===== src/source/mipsPkg.sv =====
package mipsPkg;

	//////////////////////////////
	// basic types
	//////////////////////////////

	// machine word, used for instructions, addresses and data
	typedef logic [31:0] word_t;
	// gpr number
	typedef logic [4:0] regIdx_t;

	// first fetch address
	localparam word_t resetPc = 32'h0000_0000;
	// sll $0,$0,0
	localparam word_t nopWord = 32'h0000_0000;

	// opcodes of the supported subset
	localparam logic [5:0] opSpecial = 6'h00;
	localparam logic [5:0] opJ = 6'h02;
	localparam logic [5:0] opBeq = 6'h04;
	localparam logic [5:0] opBne = 6'h05;
	localparam logic [5:0] opAddiu = 6'h09;
	localparam logic [5:0] opOri = 6'h0d;
	localparam logic [5:0] opLui = 6'h0f;
	localparam logic [5:0] opLw = 6'h23;
	localparam logic [5:0] opSw = 6'h2b;

	// funct field, special opcode only
	localparam logic [5:0] fnAddu = 6'h21;
	localparam logic [5:0] fnSubu = 6'h23;
	localparam logic [5:0] fnAnd = 6'h24;
	localparam logic [5:0] fnOr = 6'h25;
	localparam logic [5:0] fnSlt = 6'h2a;

	// alu operations, add is the zero code so a bubble decodes to it
	typedef enum logic [2:0] {
		aluAdd,
		aluSub,
		aluAnd,
		aluOr,
		aluSlt,
		aluLui
	} aluOp_t;

	//////////////////////////////
	// controls and stage payloads
	//////////////////////////////

	typedef struct packed {
		logic regWrite;
		logic memToReg;
		logic memWrite;
		logic aluSrc;
		logic regDst;
		logic zeroExtend;
		logic branch;
		logic branchNe;
		logic jump;
		aluOp_t aluOp;
	} ctrl_t;

	// fetch to decode
	typedef struct packed {
		word_t pc;
		word_t instr;
	} ifId_t;

	// decode to execute
	typedef struct packed {
		logic regWrite;
		logic memToReg;
		logic memWrite;
		logic aluSrc;
		logic regDst;
		aluOp_t aluOp;
		word_t pc;
		word_t rsVal;
		word_t rtVal;
		word_t imm;
		regIdx_t rs;
		regIdx_t rt;
		regIdx_t rd;
	} idEx_t;

	// execute to memory
	typedef struct packed {
		logic regWrite;
		logic memToReg;
		logic memWrite;
		word_t pc;
		word_t aluOut;
		word_t writeData;
		regIdx_t writeReg;
	} exMem_t;

	// memory to writeback
	typedef struct packed {
		logic regWrite;
		logic memToReg;
		word_t pc;
		word_t aluOut;
		word_t readData;
		regIdx_t writeReg;
	} memWb_t;

endpackage


===== src/source/alu.sv =====
`timescale 1ns/100ps

module alu import mipsPkg::*; (
	input word_t operandA,
	input word_t operandB,
	input aluOp_t op,
	output word_t result
);

	// signed view for slt
	logic signed [31:0] signedA;
	logic signed [31:0] signedB;

	assign signedA = operandA;
	assign signedB = operandB;

	always_comb begin
		case (op)
			// addu, addiu, lw/sw address; no overflow trap
			aluAdd: result = operandA + operandB;
			aluSub: result = operandA - operandB;
			aluAnd: result = operandA & operandB;
			aluOr: result = operandA | operandB;
			// signed compare, 1 or 0
			aluSlt: result = {31'b0, signedA < signedB};
			// immediate into the upper half
			aluLui: result = {operandB[15:0], 16'b0};
			default: result = '0;
		endcase
	end

endmodule


===== src/source/controlDecoder.sv =====
`timescale 1ns/100ps

module controlDecoder import mipsPkg::*; (
	input word_t instrD,
	output ctrl_t ctrlD
);

	logic [5:0] opcode;
	logic [5:0] funct;

	assign opcode = instrD[31:26];
	assign funct = instrD[5:0];

	always_comb begin
		// default is a nop, nothing written anywhere
		ctrlD = '0;
		// canonical nop and bubbles skip the decode entirely
		if (instrD != nopWord) begin
			case (opcode)
				opSpecial: begin
					// r-type, result to rd
					ctrlD.regDst = 1'b1;
					ctrlD.regWrite = 1'b1;
					case (funct)
						fnAddu: ctrlD.aluOp = aluAdd;
						fnSubu: ctrlD.aluOp = aluSub;
						fnAnd: ctrlD.aluOp = aluAnd;
						fnOr: ctrlD.aluOp = aluOr;
						fnSlt: ctrlD.aluOp = aluSlt;
						// unknown funct drops the write again
						default: ctrlD.regWrite = 1'b0;
					endcase
				end
				opAddiu: begin
					ctrlD.regWrite = 1'b1;
					ctrlD.aluSrc = 1'b1;
					ctrlD.aluOp = aluAdd;
				end
				opOri: begin
					ctrlD.regWrite = 1'b1;
					ctrlD.aluSrc = 1'b1;
					ctrlD.zeroExtend = 1'b1;
					ctrlD.aluOp = aluOr;
				end
				opLui: begin
					ctrlD.regWrite = 1'b1;
					ctrlD.aluSrc = 1'b1;
					ctrlD.aluOp = aluLui;
				end
				opLw: begin
					ctrlD.regWrite = 1'b1;
					ctrlD.memToReg = 1'b1;
					ctrlD.aluSrc = 1'b1;
					ctrlD.aluOp = aluAdd;
				end
				opSw: begin
					// address from rs + offset, data from rt
					ctrlD.memWrite = 1'b1;
					ctrlD.aluSrc = 1'b1;
					ctrlD.aluOp = aluAdd;
				end
				opBeq: ctrlD.branch = 1'b1;
				opBne: begin
					ctrlD.branch = 1'b1;
					ctrlD.branchNe = 1'b1;
				end
				opJ: ctrlD.jump = 1'b1;
				default: ctrlD = '0;
			endcase
		end
	end

endmodule


===== src/source/datapath.sv =====
`timescale 1ns/100ps

module datapath import mipsPkg::*; (
	input logic clk,
	input logic reset,
	output word_t pcF,
	input word_t instrF,
	output word_t instrD,
	input ctrl_t ctrlD,
	output logic memWriteM,
	output word_t aluOutM,
	output word_t writeDataM,
	input word_t readDataM,
	output word_t wbPc,
	output logic [3:0] wbWen,
	output regIdx_t wbWnum,
	output word_t wbWdata
);

	// hazard controls
	logic stallF;
	logic stallD;
	logic flushE;
	logic forwardAD;
	logic forwardBD;
	logic [1:0] forwardAE;
	logic [1:0] forwardBE;

	// fetch
	word_t pcPlus4F;
	word_t pcNextF;
	ifId_t ifIdF;

	// decode
	ifId_t ifIdD;
	regIdx_t rsD;
	regIdx_t rtD;
	regIdx_t rdD;
	word_t pcPlus4D;
	word_t signImmD;
	word_t immD;
	word_t branchTargetD;
	word_t jumpTargetD;
	word_t rfDataA;
	word_t rfDataB;
	word_t cmpA;
	word_t cmpB;
	logic takeBranchD;
	idEx_t idExD;

	// execute, memory, writeback
	idEx_t idExE;
	word_t srcAE;
	word_t rtFwdE;
	word_t srcBE;
	word_t aluOutE;
	regIdx_t writeRegE;
	exMem_t exMemE;
	exMem_t exMemM;
	memWb_t memWbM;
	memWb_t memWbW;
	word_t resultW;

	//////////////////////////////
	// fetch
	//////////////////////////////

	assign pcPlus4F = pcF + 32'd4;

	// jump before branch before sequential
	assign pcNextF = ctrlD.jump ? jumpTargetD :
		takeBranchD ? branchTargetD : pcPlus4F;

	always_ff @(posedge clk) begin
		if (reset) begin
			pcF <= resetPc;
		end else if (!stallF) begin
			pcF <= pcNextF;
		end
	end

	assign ifIdF = '{pc: pcF, instr: instrF};

	// no decode flush, the delay slot always runs
	stageReg #(.payload_t(ifId_t)) ifIdReg (
		.clk(clk),
		.reset(reset),
		.enable(!stallD),
		.clear(1'b0),
		.d(ifIdF),
		.q(ifIdD)
	);

	//////////////////////////////
	// decode
	//////////////////////////////

	assign instrD = ifIdD.instr;
	assign rsD = instrD[25:21];
	assign rtD = instrD[20:16];
	assign rdD = instrD[15:11];

	assign pcPlus4D = ifIdD.pc + 32'd4;
	assign signImmD = {{16{instrD[15]}}, instrD[15:0]};
	// ori takes the zero-extended form
	assign immD = ctrlD.zeroExtend ? {16'b0, instrD[15:0]} : signImmD;
	assign branchTargetD = pcPlus4D + {signImmD[29:0], 2'b00};
	assign jumpTargetD = {pcPlus4D[31:28], instrD[25:0], 2'b00};

	// written in writeback, read here
	registerFile regFile (
		.clk(clk),
		.writeEnable(memWbW.regWrite),
		.readAddrA(rsD),
		.readAddrB(rtD),
		.writeAddr(memWbW.writeReg),
		.writeData(resultW),
		.readDataA(rfDataA),
		.readDataB(rfDataB)
	);

	// early compare, writeback already bypassed by the register file
	assign cmpA = forwardAD ? exMemM.aluOut : rfDataA;
	assign cmpB = forwardBD ? exMemM.aluOut : rfDataB;
	assign takeBranchD = ctrlD.branch && ((cmpA == cmpB) != ctrlD.branchNe);

	assign idExD = '{
		regWrite: ctrlD.regWrite,
		memToReg: ctrlD.memToReg,
		memWrite: ctrlD.memWrite,
		aluSrc: ctrlD.aluSrc,
		regDst: ctrlD.regDst,
		aluOp: ctrlD.aluOp,
		pc: ifIdD.pc,
		rsVal: rfDataA,
		rtVal: rfDataB,
		imm: immD,
		rs: rsD,
		rt: rtD,
		rd: rdD
	};

	stageReg #(.payload_t(idEx_t)) idExReg (
		.clk(clk),
		.reset(reset),
		.enable(1'b1),
		.clear(flushE),
		.d(idExD),
		.q(idExE)
	);

	//////////////////////////////
	// execute
	//////////////////////////////

	// 10 from memory, 01 from writeback
	always_comb begin
		case (forwardAE)
			2'b10: srcAE = exMemM.aluOut;
			2'b01: srcAE = resultW;
			default: srcAE = idExE.rsVal;
		endcase
		case (forwardBE)
			2'b10: rtFwdE = exMemM.aluOut;
			2'b01: rtFwdE = resultW;
			default: rtFwdE = idExE.rtVal;
		endcase
	end

	assign srcBE = idExE.aluSrc ? idExE.imm : rtFwdE;
	assign writeRegE = idExE.regDst ? idExE.rd : idExE.rt;

	alu execAlu (
		.operandA(srcAE),
		.operandB(srcBE),
		.op(idExE.aluOp),
		.result(aluOutE)
	);

	assign exMemE = '{
		regWrite: idExE.regWrite,
		memToReg: idExE.memToReg,
		memWrite: idExE.memWrite,
		pc: idExE.pc,
		aluOut: aluOutE,
		writeData: rtFwdE,
		writeReg: writeRegE
	};

	stageReg #(.payload_t(exMem_t)) exMemReg (
		.clk(clk),
		.reset(reset),
		.enable(1'b1),
		.clear(1'b0),
		.d(exMemE),
		.q(exMemM)
	);

	//////////////////////////////
	// memory and writeback
	//////////////////////////////

	// single-cycle port, store lands on the next edge
	assign memWriteM = exMemM.memWrite;
	assign aluOutM = exMemM.aluOut;
	assign writeDataM = exMemM.writeData;

	assign memWbM = '{
		regWrite: exMemM.regWrite,
		memToReg: exMemM.memToReg,
		pc: exMemM.pc,
		aluOut: exMemM.aluOut,
		readData: readDataM,
		writeReg: exMemM.writeReg
	};

	stageReg #(.payload_t(memWb_t)) memWbReg (
		.clk(clk),
		.reset(reset),
		.enable(1'b1),
		.clear(1'b0),
		.d(memWbM),
		.q(memWbW)
	);

	assign resultW = memWbW.memToReg ? memWbW.readData : memWbW.aluOut;

	// commit trace
	assign wbPc = memWbW.pc;
	assign wbWen = {4{memWbW.regWrite}};
	assign wbWnum = memWbW.writeReg;
	assign wbWdata = resultW;

	hazardUnit hazard (
		.rsD(rsD),
		.rtD(rtD),
		.rsE(idExE.rs),
		.rtE(idExE.rt),
		.writeRegE(writeRegE),
		.writeRegM(exMemM.writeReg),
		.writeRegW(memWbW.writeReg),
		.branchD(ctrlD.branch),
		.regWriteE(idExE.regWrite),
		.memToRegE(idExE.memToReg),
		.regWriteM(exMemM.regWrite),
		.memToRegM(exMemM.memToReg),
		.regWriteW(memWbW.regWrite),
		.forwardAD(forwardAD),
		.forwardBD(forwardBD),
		.forwardAE(forwardAE),
		.forwardBE(forwardBE),
		.stallF(stallF),
		.stallD(stallD),
		.flushE(flushE)
	);

endmodule


===== src/source/hazardUnit.sv =====
`timescale 1ns/100ps

module hazardUnit import mipsPkg::*; (
	input regIdx_t rsD,
	input regIdx_t rtD,
	input regIdx_t rsE,
	input regIdx_t rtE,
	input regIdx_t writeRegE,
	input regIdx_t writeRegM,
	input regIdx_t writeRegW,
	input logic branchD,
	input logic regWriteE,
	input logic memToRegE,
	input logic regWriteM,
	input logic memToRegM,
	input logic regWriteW,
	output logic forwardAD,
	output logic forwardBD,
	output logic [1:0] forwardAE,
	output logic [1:0] forwardBE,
	output logic stallF,
	output logic stallD,
	output logic flushE
);

	logic loadUseStall;
	logic branchStall;

	// source matches a pending write, $0 never counts
	function automatic logic hit(regIdx_t src, regIdx_t dst, logic wen);
		return wen && src != '0 && src == dst;
	endfunction

	// branch compare in decode, only memory can feed it
	assign forwardAD = hit(rsD, writeRegM, regWriteM);
	assign forwardBD = hit(rtD, writeRegM, regWriteM);

	// execute operands, memory wins over writeback
	assign forwardAE = hit(rsE, writeRegM, regWriteM) ? 2'b10 :
		hit(rsE, writeRegW, regWriteW) ? 2'b01 : 2'b00;
	assign forwardBE = hit(rtE, writeRegM, regWriteM) ? 2'b10 :
		hit(rtE, writeRegW, regWriteW) ? 2'b01 : 2'b00;

	// load in execute, data not there until writeback
	assign loadUseStall = hit(rsD, writeRegE, memToRegE) || hit(rtD, writeRegE, memToRegE);

	// branch needs a result still in execute, or a load still in memory
	assign branchStall = branchD && (hit(rsD, writeRegE, regWriteE) ||
		hit(rtD, writeRegE, regWriteE) || hit(rsD, writeRegM, memToRegM) ||
		hit(rtD, writeRegM, memToRegM));

	// hold fetch and decode, send a bubble into execute
	assign stallD = loadUseStall || branchStall;
	assign stallF = stallD;
	assign flushE = stallD;

	// every stall flushes execute and waits on a real producer
	always_comb begin
		assert (!stallD || (flushE && (regWriteE || memToRegM)))
			else $error("hazardUnit: stall without flush or producer");
	end

endmodule


===== src/source/mipsCore.sv =====
`timescale 1ns/100ps

module mipsCore import mipsPkg::*; (
	input logic clk,
	input logic reset,
	// instruction port
	output word_t pcF,
	input word_t instrF,
	// data port, no wait states
	output logic memWriteM,
	output word_t aluOutM,
	output word_t writeDataM,
	input word_t readDataM,
	// commit trace
	output word_t wbPc,
	output logic [3:0] wbWen,
	output regIdx_t wbWnum,
	output word_t wbWdata
);

	// decode-stage instruction and its controls
	word_t instrD;
	ctrl_t ctrlD;

	controlDecoder decoder (
		.instrD(instrD),
		.ctrlD(ctrlD)
	);

	datapath dp (
		.clk(clk),
		.reset(reset),
		.pcF(pcF),
		.instrF(instrF),
		.instrD(instrD),
		.ctrlD(ctrlD),
		.memWriteM(memWriteM),
		.aluOutM(aluOutM),
		.writeDataM(writeDataM),
		.readDataM(readDataM),
		.wbPc(wbPc),
		.wbWen(wbWen),
		.wbWnum(wbWnum),
		.wbWdata(wbWdata)
	);

endmodule


===== src/source/registerFile.sv =====
`timescale 1ns/100ps

module registerFile import mipsPkg::*; (
	input logic clk,
	input logic writeEnable,
	input regIdx_t readAddrA,
	input regIdx_t readAddrB,
	input regIdx_t writeAddr,
	input word_t writeData,
	output word_t readDataA,
	output word_t readDataB
);

	word_t regs [32];

	// $0 is never stored
	always_ff @(posedge clk) begin
		if (writeEnable && writeAddr != '0) begin
			regs[writeAddr] <= writeData;
		end
	end

	// $0 reads zero, same-cycle write is bypassed to the reader
	assign readDataA = (readAddrA == '0) ? '0 :
		(writeEnable && writeAddr == readAddrA) ? writeData : regs[readAddrA];
	assign readDataB = (readAddrB == '0) ? '0 :
		(writeEnable && writeAddr == readAddrB) ? writeData : regs[readAddrB];

	// a write aimed at $0 leaves its storage untouched
	assert property (@(posedge clk) writeEnable && writeAddr == '0 |=> regs[0] === $past(regs[0]))
		else $error("registerFile: storage of register 0 was written");

endmodule


===== src/source/stageReg.sv =====
`timescale 1ns/100ps

module stageReg import mipsPkg::*; #(
	parameter type payload_t = word_t
) (
	input logic clk,
	input logic reset,
	input logic enable,
	input logic clear,
	input payload_t d,
	output payload_t q
);

	// all-zero payload is a bubble, every control bit low
	always_ff @(posedge clk) begin
		if (reset || clear) begin
			q <= '0;
		end else if (enable) begin
			q <= d;
		end
	end

	// stage must come out of reset empty
	assert property (@(posedge clk) reset |=> q == '0)
		else $error("stageReg: payload not cleared after reset");

endmodule


===== config.mk =====
export PLATFORM = sky130hd
export DESIGN_NAME = mipsCore
export DESIGN_NICKNAME = d
export VERILOG_FILES = /design/src/source/mipsPkg.sv /design/src/source/alu.sv /design/src/source/controlDecoder.sv /design/src/source/datapath.sv /design/src/source/hazardUnit.sv /design/src/source/mipsCore.sv /design/src/source/registerFile.sv /design/src/source/stageReg.sv
export SDC_FILE = /design/constraint.sdc
export NUM_CORES = 2
export LEC_CHECK = 0
export BUFFER_PORTS_ARGS = -buffer_cell sky130_fd_sc_hd__buf_2
export CAP_MARGIN = 10
export CORE_UTILIZATION = 24
export CTS_BUF_LIST = sky130_fd_sc_hd__clkbuf_8
export CTS_CLUSTER_DIAMETER = 30
export CTS_CLUSTER_SIZE = 25
export DETAILED_ROUTE_END_ITERATION = 7
export GPL_ROUTABILITY_DRIVEN = 0
export PLACE_DENSITY = 0.49
export SLEW_MARGIN = 40
export SYNTH_ARGS = -nofsm -noshare
export SYNTH_HDL_FRONTEND = slang
export SYNTH_SLANG_ARGS = --single-unit

===== constraint.sdc =====
create_clock -name clk -period 10.3 [get_ports clk]
set_input_delay 2.575 -clock clk [delete_from_list [all_inputs] [get_ports clk]]
set_output_delay 2.575 -clock clk [all_outputs]
set_load 0.01 [all_outputs]

-- Word level (Yosys, flattened, before mapping)
Memory sizes are Yosys's and may differ from the RTL's. A register that Yosys moved wholly into a read port is not among the register bits.
Cells that the tools add are included.
- register bits after elaboration: 439
- latch bits: 0
- memory bits (writable): 1024
- bits in read-only memories: 0
- input bits: 66
- output and inout port bits: 170
- word-level logic and storage cells: 162
- memories kept: 1
- $add $sub $neg: 5
- multipliers: 0
- div/mod/pow operators: 0
- order comparisons: 1
- equality and inequality tests: 34
- shift operators: 0
- mux-type cells: 37
- bitwise gates (word level): 3
- reductions and logical operators: 51
- memories (memory ; depth ; bits a word ; read ports ; clocked after Yosys merged registers in ; wr ports ; line ; text):
    dp.regFile.regs ; 32 ; 32 ; 2 ; 2 ; 1 ; registerFile.sv:14 ; word_t regs [32];
- operators by type and width (kind ; count):
    $mux W32 ; 10
    $pmux W32 S6 ; 1
    $pmux W32 S2 ; 2
    $add A32 B3 Y32 const B ; 2
    $add A32 B32 Y32 ; 2
    $eq A5 B5 Y1 ; 10
    $eq A6 B6 Y1 const B ; 7
    $and A32 B32 Y32 ; 1
    $eq A32 B32 Y1 ; 1
    $lt A32 B32 Y1 ; 1
    $or A32 B32 Y32 ; 1
    $reduce_bool A32 Y1 ; 1
    $sub A32 B32 Y32 ; 1
    $logic_and A1 B1 Y1 ; 29
    $mux W5 ; 5
    $reduce_bool A5 Y1 ; 5
    $eq A6 B4 Y1 const B ; 3
    $mux W1 ; 13
    $eq A6 B3 Y1 const B ; 2
    $pmux W3 S4 ; 1
    $logic_not A5 Y1 ; 2
    $reduce_or A5 Y1 ; 2
    $pmux W3 S3 ; 1
    $mux W7 ; 1
    other kinds (15) ; 27

-- Longest topological paths before layout
- word-level depth: 10
- depth in mapped cells: 25

-- By module
Synthesis repeated with hierarchy kept, for this count alone.
- cells, all modules: 5879
- area, all modules: 76791.1 µm²
- by module, submodules not included (module ; times used ; cells each ; area each (µm²) ; sequential area each (µm²)):
    registerFile ; 1 ; 2520 ; 47869.7 ; 30749.5
    datapath ; 1 ; 1114 ; 7941.4 ; 640.6
    stageReg at dp.idExReg ; 1 ; 488 ; 5367.6 ; 3022.9
    alu ; 1 ; 758 ; 4972.3 ; 0.0
    stageReg at dp.exMemReg ; 1 ; 337 ; 3722.3 ; 2082.0
    stageReg at dp.memWbReg ; 1 ; 334 ; 3701.0 ; 2062.0
    stageReg at dp.ifIdReg ; 1 ; 207 ; 2348.5 ; 1281.2
    hazardUnit ; 1 ; 75 ; 599.3 ; 0.0
    controlDecoder ; 1 ; 46 ; 269.0 ; 0.0

-- Worst setup path after synthesis
Ideal clock, no wire load.
- path kind: register to register
- from: reg dp.exMemReg.q[4] in the netlist's numbering
- to: reg dp.exMemReg.q[67] in the netlist's numbering
- library setup time: 0.071 ns
- arrival time: 5.443 ns
- required time: 10.229 ns
- setup slack: 4.786 ns
- cell stages (with the launch flop): 24
- buffers on the path: 2
- clock period less this slack: 5.514 ns
- cell sequence: dfxtp_1 > clkbuf_1 > xnor2_1 > nand4_1 > nor4_1 > clkbuf_1 > o21ai_0 > mux2_2 > ha_1 > fa_1 > o21ba_2 > o21ai_0 > a21oi_1 > o21ai_0 > a21oi_1 > o31ai_1 > a211oi_1 > o21bai_1 > a31oi_1 > o31ai_1 > a31oi_1 > or3_1 > o311a_1 > a21oi_1
- word-level cells in the longest chain between the ends: 8
- RTL lines (item ; line ; text):
    from (decl) ; stageReg.sv:11 ; output payload_t q
    from (signal assigned) ; stageReg.sv:17 ; q <= '0;
    from (signal assigned) ; stageReg.sv:19 ; q <= d;
    $eq A5 B5 Y1 ; hazardUnit.sv:31 ; return wen && src != '0 && src == dst;
    $logic_and A1 B1 Y1 ; hazardUnit.sv:31 ;
    $mux W2 ; hazardUnit.sv:41 ; assign forwardBE = hit(rtE, writeRegM, regWriteM) ? 2'b10 :
    $eq A2 B1 Y1 / $eq A2 B2 Y1 (equally long branches) ; datapath.sv:163 ; case (forwardBE)
    $pmux W32 S2 ; datapath.sv:163 ;
    $mux W32 ; datapath.sv:170 ; assign srcBE = idExE.aluSrc ? idExE.imm : rtFwdE;
    $sub A32 B32 Y32 (tied with other cells) ; alu.sv:21 ; aluSub: result = operandA - operandB;
    $pmux W32 S6 (*) ; alu.sv:18 ; case (op)
Every way passes the cells marked *; elsewhere a longest branch is shown, timed or not.
A chain may end at the register's enable or synchronous reset.

-- Worst setup path in the final report
- from: reg dp.memWbReg.q[4] in the netlist's numbering
- to: reg dp.exMemReg.q[67] in the netlist's numbering
- word-level cells in the longest chain between the ends: 9
- RTL lines (item ; line ; text):
    from (decl) ; stageReg.sv:11 ;
    from (signal assigned) ; stageReg.sv:17 ;
    from (signal assigned) ; stageReg.sv:19 ;
    $eq A5 B5 Y1 ; hazardUnit.sv:31 ;
    $logic_and A1 B1 Y1 ; hazardUnit.sv:31 ;
    $mux W1 ; hazardUnit.sv:42 ; hit(rtE, writeRegW, regWriteW) ? 2'b01 : 2'b00;
    $mux W2 ; hazardUnit.sv:41 ;
    $eq A2 B1 Y1 / $eq A2 B2 Y1 (equally long branches) ; datapath.sv:163 ;
    $pmux W32 S2 ; datapath.sv:163 ;
    $mux W32 ; datapath.sv:170 ;
    $sub A32 B32 Y32 (tied with other cells) ; alu.sv:21 ;
    $pmux W32 S6 (*) ; alu.sv:18 ;
Marked as above.

==> summary by stage <==
Worst setup path
Among the stages of the critical path, the cell type that occurs most often is sky130_fd_sc_hd__o21ai_0. At the worst endpoint, the arrival time is 7.81 ns. In this run the critical register-to-register path is launched from dp.memWbReg.q[4]$_SDFF_PP0_. The worst setup path is captured at a flip-flop.

By startpoint and endpoint, the worst setup path is classified as reg2reg. In this run the critical register-to-register path is captured at dp.exMemReg.q[67]$_SDFF_PP0_. The startpoint type of the worst setup path is a flip-flop. The largest incremental delay on the critical path is 0.67 ns. The standard cell with the maximum stage delay on the critical path is sky130_fd_sc_hd__dfxtp_1. In this run the register-to-register setup slack is approximately 3.5 ns. The largest fanout on the critical path is 60. Measured in cells, the most critical reg-to-reg path has a length of 23. The required time reported for the critical path endpoint is between 10 and 15 ns. Traced cell by cell, the critical path runs through xnor2_1 > nand4_1 > nor4_2 > buf_4 > o21ai_0 > o21ai_0 > mux2i_1 > inv_1 > ha_1 > o21ba_2 > o21ai_0 > a21oi_1 > o21ai_0 > a21oi_1 > o31ai_1 > a211oi_1 > o21bai_1 > a31oi_1 > o31ai_1 > a31oi_1 > or3_1 > o311a_1 > a21oi_1.

Hold path
The worst hold path cell count is 1. For hold timing, the worst endpoint is dp.memWbReg.q[76]$_SDFF_PP0_. In this run the most critical hold path is launched from dp.exMemReg.q[76]$_SDFF_PP0_. The path class of the tightest hold or removal check is reg2reg.

STA
The transition at the pin with the smallest max-transition slack is between 1 and 1.5 ns. The accumulated negative setup slack is 0 ns. Clock skew on the completed layout was measured at ~0.11 ns. The max-slew headroom at the worst pin is 0.327. The minimum clock period after layout is 6.80 ns. Setup repair after global routing left no endpoint under its margin.

Timing would allow up to 0.147 GHz. The final number of hold-violating endpoints was 0. The final worst slack is approximately 3.5 ns. Setup violations remaining at the end of the flow were counted as 0.

Of the available clock period, the critical path in the final layout requires 0.660. The max-slew violation count came to 0.

Power
The worst-case vdd ir drop is about 0.11 mV. Power spread over the standard cell area amounts to ~190 nW/um^2. The switching power summed over all nets is approximately 0.0044 W. The standby leakage power is just over 30 nW. The power share of the clock group is 0.491. The fraction of power consumed by sequential logic is 0.402.

The internal power summed over all cells is around 0.012 W. Of the total power, the share spent switching nets is 0.267. The share of power burned in combinational logic is 0.107. After layout, the design draws a total of between 0.015 and 0.02 W.

Cells and area
Once layout is complete, the utilization of the core stands at 0.288. The area growth from synthesis to layout is 19.1%. In the final layout, the share of cells above drive strength 1 is 0.258. The top cell types in the final layout, fill and taps aside, are sky130_fd_sc_hd__edfxtp_1 (1024), sky130_fd_sc_hd__mux4_2 (462), sky130_fd_sc_hd__dfxtp_1 (434). The number of nets in the layout is around 6k. The finished layout cell area is roughly 87000 sq um. The most common library cell in the layout ignoring fill and taps is sky130_fd_sc_hd__edfxtp_1.

Drt
The overall via count from detail_route is 51.7k. The number of DRC violations after detailed routing is 0. After detailed routing, the average wire length per cell comes to approximately 27 microns. The remaining antenna violation count after routing is 0. Using the TritonRoute via totals, the vias-per-cell ratio works out to slightly above 5.

The detailed router finished its first iteration with 6039 violations. The number of iterations in the first detailed-routing pass is 7. After detailed routing, the total wire length is roughly 280000 microns.

Placed design
The number of I/O port buffers is 235. OpenSTA, run right after detailed placement, puts the worst setup slack at between 3 and 4 ns. The placed cell area is 78600 sq um.

The sum of net half-perimeters after detailed placement is around 170000 microns.

Synthesis
The netlist area before placement is between 70000 and 80000 sq um. After synthesis, the share of flip-flops with an asynchronous set or reset is 0. The fraction of the yosys area taken by sequential cells is 0.542. The synthesized flop and latch total is between 1k and 1.5k.

The number of library cell types mapped by synthesis is between 80 and 90. A synthesized cell averages about 13 sq um. The instance count of the mapped netlist is between 5k and 6k.

The most used flip-flop cell after synthesis is sky130_fd_sc_hd__edfxtp_1. The synthesized design contains between 1k and 1.5k enable-type register cells. The total of warnings raised by yosys is 0.

Die
The area of the core is slightly above 300000 sq um. The floorplan step defined a die boundary enclosing between 300000 and 400000 sq um. In this run the vertical extent of the chip is 554 microns.

The initial utilization of the core area, before any placement, comes to 0.241. Row generation in the floorplan step produced roughly 200 rows. The width of the chip is roughly 550 microns.

The I/O pin count is 236.

Clock network
The count of instances resized after the clock tree is built is 0. TritonCTS built the clock tree. In this run the clock root is driven by a sky130_fd_sc_hd__clkbuf_8. Once the clock tree was built, the setup fixing pass inserted 0 buffers. The number of hold buffers added after CTS was 0. The clock insertion delay at the later pin of the skew report is roughly 1.1 ns. Clock-pin slew was measured on the worst setup and hold paths at ~0.06 ns. The clock buffer count from CTS is 373. The H-tree level count is 5. The clock net in this run drives a total of about 1.5k sinks. No sink is reached through more buffers than the 4 on the longest clock path.

GRT
The number of global-route vias before repair came to roughly 51k. The met2 capacity usage during global routing is 0.268. For this run, global-route usage on met3 was measured as 0.0403. The busiest layer in global routing is met2. The first global-routing pass estimated 385000 microns of wire. Entering global routing, the biggest net connects ~170 pins. The total overflow reported by the global router is 0. Across every metal layer, demand over resource in global routing totals 0.174. In the global route stage, met1 resource usage came out at 0.236. The number of antenna violations at the first check in global routing came to 22.

Run
The tool flagged a number of max-cap violations equal to 0.

Status
The run finished with clean final reports.
per-stage QoR:
step	instances	hold WS, ns
after floorplan	5537	0.414
after global placement	9410	0.417
after detailed placement	9419	0.421
after CTS	10100	0.396
after global routing	10100	0.424
final	10100	0.393
cells in the mapped netlist (73+ instances only):
master | count | share of area
sky130_fd_sc_hd__ha_1 | 133 | 0.023
sky130_fd_sc_hd__a21oi_1 | 216 | 0.015
sky130_fd_sc_hd__nor3_1 | 73 | 0.0050
sky130_fd_sc_hd__mux4_2 | 462 | 0.14
sky130_fd_sc_hd__and3_1 | 117 | 0.010
sky130_fd_sc_hd__buf_4 | 129 | 0.013
sky130_fd_sc_hd__nor2_1 | 335 | 0.017
sky130_fd_sc_hd__nand2_1 | 265 | 0.014
sky130_fd_sc_hd__mux2i_1 | 330 | 0.045
sky130_fd_sc_hd__nor2b_1 | 165 | 0.014
sky130_fd_sc_hd__xnor2_1 | 111 | 0.013
sky130_fd_sc_hd__a22oi_1 | 139 | 0.014
sky130_fd_sc_hd__o22ai_1 | 107 | 0.0092
sky130_fd_sc_hd__o21ai_0 | 225 | 0.015
sky130_fd_sc_hd__inv_1 | 151 | 0.0077
sky130_fd_sc_hd__dfxtp_1 | 444 | 0.12
sky130_fd_sc_hd__edfxtp_1 | 1024 | 0.42
sky130_fd_sc_hd__clkbuf_1 | 238 | 0.012
power by group through the flow:
stage          registers [W]  clock network, W  logic [W]
2_1_floorplan        0.00661                 0    0.00115
3_3_place_gp         0.00673                 0    0.00170
3_5_place_dp         0.00672                 0    0.00172
4_1_cts              0.00660           0.00821    0.00173
5_1_grt              0.00661           0.00851    0.00186
6_report             0.00661           0.00809    0.00176
worst max path at each step:
stage / endpoint / cells past startpoint / start / slack, ns
5_1_grt: dp.exMemReg.q[67]$_SDFF_PP0_ / 23 / dp.memWbReg.q[4]$_SDFF_PP0_ / 3.16
3_3_place_gp: dp.pcF[1]$_SDFFE_PP0P_ / 15 / flip-flop / 3.61
6_report: dp.exMemReg.q[67]$_SDFF_PP0_ / 23 / dp.memWbReg.q[4]$_SDFF_PP0_ / 3.50
4_1_cts: dp.exMemReg.q[67]$_SDFF_PP0_ / 23 / dp.memWbReg.q[4]$_SDFF_PP0_ / 3.68
2_1_floorplan: dp.exMemReg.q[67]$_SDFF_PP0_ / 23 / dp.exMemReg.q[4]$_SDFF_PP0_ / 4.79
3_5_place_dp: dp.exMemReg.q[67]$_SDFF_PP0_ / 23 / dp.memWbReg.q[4]$_SDFF_PP0_ / 3.69
routing by layer:
metal  part of all wire  vias up
li1                   -    21900
met1               0.42    26500
met2               0.45     2713
met3              0.092      562
met4              0.039        6
met5            0.00012        -
logic make-up after synthesis:
| group | after synthesis | synth area share |
|---|---|---|
| muxes | 805 | 0.190 |
| xor gates and xnor gates | 179 | 0.0214 |
| AOI/OAI and AO/OA | 1080 | 0.0976 |
| buffers and inverters | 650 | 0.0462 |
| DFF | 1468 | 0.542 |
| other | 1 | 0.0000513 |
| and+or+nand+nor | 1187 | 0.0795 |
| adders and majority gates | 136 | 0.0236 |
critical path: cells and delay by family, from the launching register on:
| kind | cells | cell delay, ns |
|---|---|---|
| xor gates and xnor gates | 1 | 0.19 |
| DFF | 1 | 0.67 |
| and+or+nand+nor | 3 | 0.75 |
| muxes | 1 | 0.29 |
| buffers and inverters | 2 | 0.64 |
| AOI/OAI and AO/OA | 15 | 3.88 |
| adders and majority gates | 1 | 0.30 |
cell type report:
cell class	instances	area, sq um
clock buffer	393	5410
inverter	154	586
antenna	3	7.51
timing repair buffer	404	2840
sequential	1468	39700
clock inverter	283	2980
tap	3978	4980
fill	30600	216000
multi-input combinational	3419	30700
flip-flops by register name, summed over array words and instances, names as in the netlist, named ones only:
register / count
dp.regFile.regs: 1024
dp.memWbReg.q: 103
dp.pcF: 32
dp.exMemReg.q: 104
dp.ifIdReg.q: 64
dp.idExReg.q: 131
Power figures use the tool's default switching activity.
